===== src/serialLink_defs.svh =====
// link word width, fifo depth, wishbone register map and status bit positions
`ifndef SERIALLINK_DEFS_SVH
`define SERIALLINK_DEFS_SVH

// bits per serialized word
`define LINK_WIDTH 16

// default transmit fifo depth
`define FIFO_DEPTH 8
`define FIFO_CNT_WIDTH ($clog2(`FIFO_DEPTH + 1))  // count holds 0..depth inclusive

// wishbone word addresses
`define ADDR_DATA   2'd0  // write pushes a tx word
`define ADDR_STATUS 2'd1  // read only
`define ADDR_RXDATA 2'd2  // read pops the held rx word

// status word layout
`define STAT_RXVALID   0
`define STAT_TXBUSY    1
`define STAT_FIFOFULL  2
`define STAT_COUNT_LSB 8  // fifo count sits from here upward

`endif


===== src/serialLinkPkg.sv =====
// shared enums: wishbone register decode, transmit and receive states
`default_nettype none
`include "serialLink_defs.svh"

package serialLinkPkg;

  // register select, decoded from the two wishbone address bits
  typedef enum logic [1:0] {
    regData   = `ADDR_DATA,
    regStatus = `ADDR_STATUS,
    regRxData = `ADDR_RXDATA,
    regNone   = 2'd3          // unmapped, acked and ignored
  } regAddrE;

  // serializer FSM
  typedef enum logic [1:0] {
    txIdle,  // waiting on a fifo word
    txSend,  // one wire transition per returned ack
    txWait   // last bit out, waiting for its ack
  } txStateE;

  // deserializer FSM
  typedef enum logic {
    rxCollect,  // decoding wire transitions
    rxHold      // word complete, ack frozen until the host pops
  } rxStateE;

endpackage

`default_nettype wire


===== src/serialLinkTop.sv =====
// link top: wishbone port, transmit fifo, serializer and deserializer
`default_nettype none
`include "serialLink_defs.svh"

module serialLinkTop (
  input  wire logic                   clock,
  input  wire logic                   resetQ,
  // wishbone classic slave
  input  wire logic                   cyc,
  input  wire logic                   stb,
  input  wire logic                   we,
  input  wire logic [1:0]             adr,
  input  wire logic [`LINK_WIDTH-1:0] wbDatW,
  output logic                        ack,
  output logic [`LINK_WIDTH-1:0]      wbDatR,
  // serial link
  output logic [1:0]                  txWires,
  input  wire logic                   txAck,
  input  wire logic [1:0]             rxWires,
  output logic                        rxAck
);
  logic                       push;
  logic [`LINK_WIDTH-1:0]     pushData;
  logic                       fifoFull;
  logic [`FIFO_CNT_WIDTH-1:0] fifoCount;
  logic                       popValid;
  logic [`LINK_WIDTH-1:0]     popData;
  logic                       popReady;
  logic                       txBusy;
  logic                       rxValid;
  logic [`LINK_WIDTH-1:0]     rxData;
  logic                       rxPop;

  wbRegPort i_wbRegPort (
    .clock, .resetQ, .cyc, .stb, .we, .adr, .wbDatW, .ack, .wbDatR,
    .push, .pushData, .fifoFull, .fifoCount, .txBusy,
    .rxValid, .rxData, .rxPop
  );

  wordFifo #(.Depth(`FIFO_DEPTH)) i_wordFifo (
    .clock, .resetQ, .push, .pushData,
    .full(fifoFull), .count(fifoCount),   // status bits for the host
    .popValid, .popData, .popReady
  );

  serialTx i_serialTx (
    .clock, .resetQ, .popValid, .popData, .popReady, .txWires, .txBusy, .txAck
  );

  serialRx i_serialRx (
    .clock, .resetQ, .rxWires, .rxAck, .rxValid, .rxData, .rxPop
  );

endmodule

`default_nettype wire


===== src/serialRx.sv =====
// two-wire transition decoder, word assembler and single-entry holding register
`default_nettype none
`include "serialLink_defs.svh"

module serialRx (
  input  wire logic                   clock,
  input  wire logic                   resetQ,
  input  wire logic [1:0]             rxWires,   // async from the far transmitter
  output logic                        rxAck,
  output logic                        rxValid,
  output logic [`LINK_WIDTH-1:0]      rxData,
  input  wire logic                   rxPop
);
  import serialLinkPkg::*;

  localparam int CntW = $clog2(`LINK_WIDTH);

  rxStateE                state;
  logic [1:0]             wiresMeta;
  logic [1:0]             wiresSync;
  logic [1:0]             wiresSeen;   // last decoded wire levels
  logic [1:0]             edges;
  logic                   newBit;
  logic [`LINK_WIDTH-1:0] shiftReg;
  logic [CntW-1:0]        bitCnt;

  assign edges   = wiresSync ^ wiresSeen;
  assign newBit  = edges[1];                  // wire 1 toggled means a one
  assign rxValid = (state == rxHold);

  always_ff @(posedge clock) begin
    if (resetQ) begin
      wiresMeta <= 2'b00;
      wiresSync <= 2'b00;
      wiresSeen <= 2'b00;
      rxAck     <= 1'b0;
      bitCnt    <= '0;
      state     <= rxCollect;
    end else begin
      wiresMeta <= rxWires;
      wiresSync <= wiresMeta;
      case (state)
        rxCollect: begin
          if (edges != 2'b00) begin
            wiresSeen <= wiresSync;
            rxAck     <= ^wiresSync;         // ack level tracks wire parity
            shiftReg  <= {newBit, shiftReg[`LINK_WIDTH-1:1]};  // lsb arrives first
            bitCnt    <= bitCnt + 1'b1;
            if (bitCnt == CntW'(`LINK_WIDTH - 1)) begin
              rxData <= {newBit, shiftReg[`LINK_WIDTH-1:1]};
              bitCnt <= '0;
              state  <= rxHold;
            end
          end
        end
        default: begin  // rxHold, no ack so the far side stalls
          if (rxPop) state <= rxCollect;
        end
      endcase
    end
  end

  // one transition per bit, both wires moving at once is a broken link
  oneWireAtATime: assert property (@(posedge clock) disable iff (resetQ)
    !(&(wiresSync ^ $past(wiresSync))));

endmodule

`default_nettype wire


===== src/serialTx.sv =====
// two-wire transition-coded serializer with two flop ack synchronizer
`default_nettype none
`include "serialLink_defs.svh"

module serialTx (
  input  wire logic                   clock,
  input  wire logic                   resetQ,
  input  wire logic                   popValid,
  input  wire logic [`LINK_WIDTH-1:0] popData,
  output logic                        popReady,
  output logic [1:0]                  txWires,   // [1] toggles for a one, [0] for a zero
  output logic                        txBusy,
  input  wire logic                   txAck      // async from the far side
);
  import serialLinkPkg::*;

  localparam int CntW = $clog2(`LINK_WIDTH);

  txStateE                state;
  logic                   ackMeta;
  logic                   ackSync;
  logic                   ackMatch;   // far side has seen the latest transition
  logic [`LINK_WIDTH-1:0] shiftReg;   // bits still to send, lsb next
  logic [CntW-1:0]        bitCnt;

  always_ff @(posedge clock) begin
    if (resetQ) begin
      ackMeta <= 1'b0;
      ackSync <= 1'b0;
    end else begin
      ackMeta <= txAck;
      ackSync <= ackMeta;
    end
  end

  assign ackMatch = (ackSync == ^txWires);
  assign txBusy   = (state != txIdle);

  always_ff @(posedge clock) begin
    if (resetQ) begin
      state    <= txIdle;
      popReady <= 1'b0;
      txWires  <= 2'b00;
      bitCnt   <= '0;
    end else begin
      case (state)
        txIdle: begin
          if (popValid && popReady && ackMatch) begin
            // word latched here, the fifo head may move on
            txWires  <= txWires ^ {popData[0], !popData[0]};
            shiftReg <= popData >> 1;
            bitCnt   <= CntW'(1);
            popReady <= 1'b0;
            state    <= txSend;
          end else begin
            popReady <= 1'b1;
          end
        end
        txSend: begin
          if (ackMatch) begin
            txWires  <= txWires ^ {shiftReg[0], !shiftReg[0]};
            shiftReg <= shiftReg >> 1;
            bitCnt   <= bitCnt + 1'b1;
            if (bitCnt == CntW'(`LINK_WIDTH - 1)) state <= txWait;  // last bit gone
          end
        end
        default: begin  // txWait
          if (ackMatch) begin
            bitCnt   <= '0;
            popReady <= 1'b1;   // ready for the next word straight away
            state    <= txIdle;
          end
        end
      endcase
    end
  end

  // the synchronized ack round trip always separates two transitions
  wiresSettle: assert property (@(posedge clock) disable iff (resetQ)
    $changed(txWires) |=> $stable(txWires));

endmodule

`default_nettype wire


===== src/wbRegPort.sv =====
// wishbone classic slave: tx word push, status readback and rx word pop
`default_nettype none
`include "serialLink_defs.svh"

module wbRegPort (
  input  wire logic                       clock,
  input  wire logic                       resetQ,
  // wishbone classic slave
  input  wire logic                       cyc,
  input  wire logic                       stb,
  input  wire logic                       we,
  input  wire logic [1:0]                 adr,
  input  wire logic [`LINK_WIDTH-1:0]     wbDatW,
  output logic                            ack,
  output logic [`LINK_WIDTH-1:0]          wbDatR,
  // transmit fifo
  output logic                            push,
  output logic [`LINK_WIDTH-1:0]          pushData,
  input  wire logic                       fifoFull,
  input  wire logic [`FIFO_CNT_WIDTH-1:0] fifoCount,
  input  wire logic                       txBusy,
  // receive holding register
  input  wire logic                       rxValid,
  input  wire logic [`LINK_WIDTH-1:0]     rxData,
  output logic                            rxPop
);
  import serialLinkPkg::*;

  regAddrE                regSel;
  logic                   request;     // cycle open and not already acking
  logic                   ready;       // target can complete the access now
  logic                   accept;
  logic [`LINK_WIDTH-1:0] statusWord;

  always_comb begin
    case (adr)
      `ADDR_DATA:   regSel = regData;
      `ADDR_STATUS: regSel = regStatus;
      `ADDR_RXDATA: regSel = regRxData;
      default:      regSel = regNone;
    endcase
  end

  // back-pressure is a withheld ack
  always_comb begin
    ready = 1'b1;
    if (we && (regSel == regData)) ready = !fifoFull;     // no room yet
    if (!we && (regSel == regRxData)) ready = rxValid;    // nothing held yet
  end

  assign request  = cyc && stb && !ack;
  assign accept   = request && ready;
  assign push     = accept && we && (regSel == regData);
  assign pushData = wbDatW;
  assign rxPop    = accept && !we && (regSel == regRxData);  // frees the holding register

  always_comb begin
    statusWord = '0;
    statusWord[`STAT_RXVALID]  = rxValid;
    statusWord[`STAT_TXBUSY]   = txBusy;
    statusWord[`STAT_FIFOFULL] = fifoFull;
    statusWord[`STAT_COUNT_LSB +: `FIFO_CNT_WIDTH] = fifoCount;
  end

  // single cycle ack, the cycle after accept
  always_ff @(posedge clock) begin
    if (resetQ) begin
      ack <= 1'b0;
    end else begin
      ack <= accept;
    end
  end

  // read data lines up with ack
  always_ff @(posedge clock) begin
    if (accept && !we) begin
      case (regSel)
        regStatus: wbDatR <= statusWord;
        regRxData: wbDatR <= rxData;
        default:   wbDatR <= '0;  // reads of the data port return zero
      endcase
    end
  end

  // a stalled request stays on the bus until it is acked
  requestHeld: assert property (@(posedge clock) disable iff (resetQ)
    (request && !ready) |=> (cyc && stb));

endmodule

`default_nettype wire


===== src/wordFifo.sv =====
// circular word buffer with occupancy count, push and pop in the same cycle
`default_nettype none
`include "serialLink_defs.svh"

module wordFifo #(
  parameter int Depth = 8
) (
  input  wire logic                         clock,
  input  wire logic                         resetQ,
  input  wire logic                         push,
  input  wire logic [`LINK_WIDTH-1:0]       pushData,
  output logic                              full,
  output logic [$clog2(Depth + 1)-1:0]      count,
  output logic                              popValid,
  output logic [`LINK_WIDTH-1:0]            popData,
  input  wire logic                         popReady
);
  localparam int PtrW = (Depth > 1) ? $clog2(Depth) : 1;
  localparam int CntW = $clog2(Depth + 1);

  logic [`LINK_WIDTH-1:0] mem [Depth];
  logic [PtrW-1:0]        wrPtr;
  logic [PtrW-1:0]        rdPtr;
  logic                   doPop;

  assign full     = (count == CntW'(Depth));
  assign popValid = (count != '0);
  assign popData  = mem[rdPtr];        // head word straight from storage
  assign doPop    = popValid && popReady;

  // storage, no reset needed
  always_ff @(posedge clock) begin
    if (push) mem[wrPtr] <= pushData;
  end

  always_ff @(posedge clock) begin
    if (resetQ) begin
      wrPtr <= '0;
      rdPtr <= '0;
      count <= '0;
    end else begin
      if (push) begin
        wrPtr <= (wrPtr == PtrW'(Depth - 1)) ? '0 : wrPtr + 1'b1;  // wrap at depth
      end
      if (doPop) begin
        rdPtr <= (rdPtr == PtrW'(Depth - 1)) ? '0 : rdPtr + 1'b1;
      end
      case ({push, doPop})
        2'b10:   count <= count + 1'b1;
        2'b01:   count <= count - 1'b1;
        default: count <= count;         // both or neither, occupancy unchanged
      endcase
    end
  end

  // producer must respect full over any sequence of pushes and pops
  countInRange: assert property (@(posedge clock) disable iff (resetQ)
    count <= CntW'(Depth));

endmodule

`default_nettype wire

===== config.mk =====
export PLATFORM = sky130hd
export DESIGN_NAME = serialLinkTop
export DESIGN_NICKNAME = d
export VERILOG_FILES = /design/src/serialLinkPkg.sv /design/src/serialLinkTop.sv /design/src/serialRx.sv /design/src/serialTx.sv /design/src/wbRegPort.sv /design/src/wordFifo.sv
export VERILOG_INCLUDE_DIRS = /design/src /design/src/src
export SDC_FILE = /design/constraint.sdc
export NUM_CORES = 1
export LEC_CHECK = 0
export BUFFER_PORTS_ARGS = -buffer_cell sky130_fd_sc_hd__buf_2
export CAP_MARGIN = 20
export CORE_MARGIN = 5
export CORE_UTILIZATION = 44
export CTS_BUF_LIST = sky130_fd_sc_hd__clkbuf_2
export DETAILED_ROUTE_END_ITERATION = 16
export PLACE_DENSITY = 0.59
export SETUP_SLACK_MARGIN = 0.5
export SLEW_MARGIN = 20
export SYNTH_ARGS = -nofsm -noshare
export SYNTH_HDL_FRONTEND = slang
export SYNTH_SLANG_ARGS = --single-unit

===== constraint.sdc =====
create_clock -name clock -period 3.63 [get_ports clock]
set_input_delay 0.1815 -clock clock [delete_from_list [all_inputs] [get_ports clock]]
set_output_delay 0.1815 -clock clock [all_outputs]
set_load 0.01 [all_outputs]

==> results.py <==
metrics = {
    "yosys": {
        "synthTopCellsByArea": "edfxtp_1 65%, dfxtp_1 8.5%, mux4_2 8.3%",
        "synth_ff_type": "edfxtp_1",
        "ys_ff_latch": 227,
        "avgSynthCellArea_um2": 17.1,
        "ys_seq_area_share_pct": 73.9,
        "yosysTopAreaCell": "edfxtp_1",
        "synth_top_area_share_pct": 65.4,
        "synth_edf_count": 190,
        "async_flop_share_pct": 0,
        "yosys_warnings": 0,
        "synthesis.nets": 547,
        "synth_cells": 509,
        "synth_cell_types": 46,
        "syn_area_um2": 8720,
    },
    "cts": {
        "clock_sink_count": 227,
        "clk_path_buf_depth": 3,
        "cts_resized": 0,
        "post_cts_buffers": 0,
        "clock-root-buffer": "clkbuf_2",
        "cts_buffers": 56,
        "path_clk_slew_ns": 0.12,
        "tritoncts": "yes",
        "cts_max_level": 2,
        "insertion_delay_ns": 0.78,
    },
    "routing": {
        "met3WireLength_um": 833,
        "viasPerCell": 5.05,
        "drtIter0Drc": 217,
        "routedLengthMet1_um": 6840,
        "drt_first_pass_iters": 4,
        "highest_layer": "met4",
        "num_vias": 4768,
        "wire_per_inst_um": 17.0,
        "antenna_left": 0,
        "drc_errors": 0,
        "route.met2.wl_um": 8090,
        "routed_wl_um": 16000,
    },
    "setup_path": {
        "crit_chain": "nor3_1 -> nand2_1 -> nand2_1 -> ha_1 -> xor2_1 -> ha_1 -> a21oi_1 -> xor2_1 -> or3_1 -> a21oi_1",
        "crit_fanout": 10,
        "critPathSlowestCell": "dfxtp_1",
        "end_kind": "flip-flop",
        "worst-path-buf-inv": 0,
        "critPathLaunchType": "flip-flop",
        "critPathMaxStageDelay_ns": 0.41,
        "worst-setup-path-type": "flip-flop to flip-flop",
        "cp.arrival_ns": 3.49,
        "cp_top_family": "simple AND/OR/NAND/NOR gates",
        "cp.required_ns": 4.30,
    },
    "floorplan": {
        "ios": 46,
        "die_x_um": 151,
        "rows": 51,
        "die-area_um2": 22700,
        "core_area_um2": 19500,
        "initial_utilization_pct": 44.8,
        "die_h_um": 151,
    },
    "global_route": {
        "grt_pass1_wl_um": 25900,
        "grt_max_degree": 39,
        "grtUsageTotal_pct": 14.8,
        "antenna_found_initial": 1,
        "grt.overflow.total": 0,
        "grt_pass1_vias": 5031,
    },
    "timing": {
        "max_slew.worst_pin.slew_ns": 0.689,
        "hold_viol": 0,
        "finalSetupViolCount": 0,
        "fmax_mhz": 354,
        "fin_skew_ns": 0.0505,
        "post-route-period-util_pct": 77.7,
        "rsz0062_at_grt": "false",
        "slew-limit-headroom_pct": 54.0,
        "hold_ws_ns": 0.196,
        "fin_setup_tns_ns": 0,
        "slew_violations": 0,
        "layout_min_cycle_time_ns": 2.82,
    },
    "place": {
        "numPortBuffers": 45,
        "dp_hpwl_um": 9220,
        "place_area_um2": 9340,
        "routabilityCongestion": 0.742,
    },
    "worst_hold_path": {
        "worstHoldPathType": "primary input to flip-flop",
    },
    "power": {
        "combPwrFrac_pct": 4.7,
        "p_total_mw": 4.63,
        "clkPwrFrac_pct": 33.1,
        "power.share.sequential_pct": 62.1,
        "internal_power_mw": 3.53,
        "cellPowerDensity_nw_per_um2": 456,
        "leakagePower_nw": 3.47,
        "ir_drop_mv": 0.255,
        "switching_power_mw": 1.11,
        "switching_share_pct": 23.9,
    },
    "final_layout": {
        "regArea_um2": 6450,
        "utilization_pct": 52.1,
        "nFillCells": 1622,
        "multi_input_area_um2": 2190,
        "drive_above_1_share_pct": 28.0,
        "area_growth_pct": 16.3,
        "fin_nets": 675,
        "stdcell_area_um2": 10100,
    },
    "status": {
        "outcome": "completed",
    },
    "flow_run": {
        "max-cap-violations": 0,
    },
}
## routing by layer
| metal | vias to the layer above | GRT usage (%) |
|---|---|---|
| li1 | 2257 | - |
| met1 | 2367 | 18.4 |
| met2 | 121 | 25.1 |
| met3 | 23 | 3.83 |
| met4 | 0 | 5.39 |
| met5 | - | 0 |
## cell usage in the layout, fill, tap and decap left out, types with 2 or more instances in the layout
cell type,n
a21oi_1,19
a22oi_1,6
a31oi_1,2
and2_1,9
buf_2,45
buf_4,17
clkbuf_2,75
clkinv_1,19
clkinv_2,4
clkinvlp_4,2
dfxtp_1,36
dlygate4sd3_1,32
edfxtp_1,190
ha_1,12
inv_1,5
mux2i_1,23
mux4_2,32
nand2_1,33
nand2b_1,4
nand3_1,5
nand3b_1,2
nand4b_1,2
nor2_1,28
nor2b_1,16
nor3_1,4
nor3_2,5
o21ai_0,19
or3_1,4
xor2_1,6
## worst paths after layout
| kind | start | endpoint | slack (ns) | cells past startpoint |
|---|---|---|---|---|
| max | i_wordFifo.count[1] | i_wordFifo.count[2] | 0.81 | 10 |
| min | wbDatW[15] | i_wordFifo.mem[2][15] | 0.20 | 2 |
| max reg2reg | i_wordFifo.count[1] | i_wordFifo.count[2] | 0.81 | 10 |
| min reg2reg | i_serialRx.shiftReg[1] | i_serialRx.rxData[0] | 0.43 | 0 |
## power by group through the flow
| stage | Clock, mW | Sequential [mW] | Combinational, mW |
|---|---|---|---|
| floorplan | 0 | 2.93 | 0.129 |
| global placement | 0 | 2.94 | 0.190 |
| detailed placement | 0 | 2.94 | 0.197 |
| CTS | 1.62 | 2.88 | 0.222 |
| global route | 1.78 | 2.88 | 0.246 |
| finish | 1.53 | 2.88 | 0.219 |
## flip-flops by register name, summed over array words and instances (netlist names), 4 cells and up, named ones only
signal,flops
i_serialRx.bitCnt,4
i_serialRx.rxData,16
i_serialRx.shiftReg,15
i_serialTx.bitCnt,4
i_serialTx.shiftReg,15
i_wbRegPort.wbDatR,16
i_wordFifo.count,4
i_wordFifo.mem,128
## cell families (layout without fill, tap and decap cells)
family	count (synthesis)	after routing	synth area share, %
multiplexers	57	57	11.2
XOR/XNOR	8	8	0.975
AND/OR/NAND/NOR	117	117	6.56
buffers and inverters	30	200	1.46
flip-flops	227	227	73.9
other	0	1	0
adder cells (fa/ha/maj)	12	12	1.72
AO/OA/AOI/OAI	58	58	4.22
## through the flow
stage / std cells / worst slack, ns
after floorplan: 509 / 0.691
after global placement: 811 / 1.05
final: 945 / 0.808
after global routing: 945 / 0.569
after detailed placement: 812 / 0.892
after CTS: 944 / 0.837
## Yosys cell counts (all sizes together), types with 10 or more instances
cell type    n
nand2       33
a21oi       20
mux4        32
nor2        28
o21ai       20
dfxtp       37
nor2b       17
edfxtp     190
clkbuf      14
ha          12
buf         10
mux2i       23
## timing repair
item,in CTS,in global routing
endpoints found under the hold margin,180,0
hold buffers,32,0
endpoints found under the setup margin,0,0
## cell type report
type                       instances  share of cell area [%]
sequential                       227                    63.5
multi-input combinational        252                    21.6
clock inverter                    25                    1.05
clock buffer                      75                    3.70
inverter                           6                   0.222
antenna                            1                  0.0247
tap                              265                    3.27
timing repair buffer              94                    6.63
(Power assumes the default switching activity.)
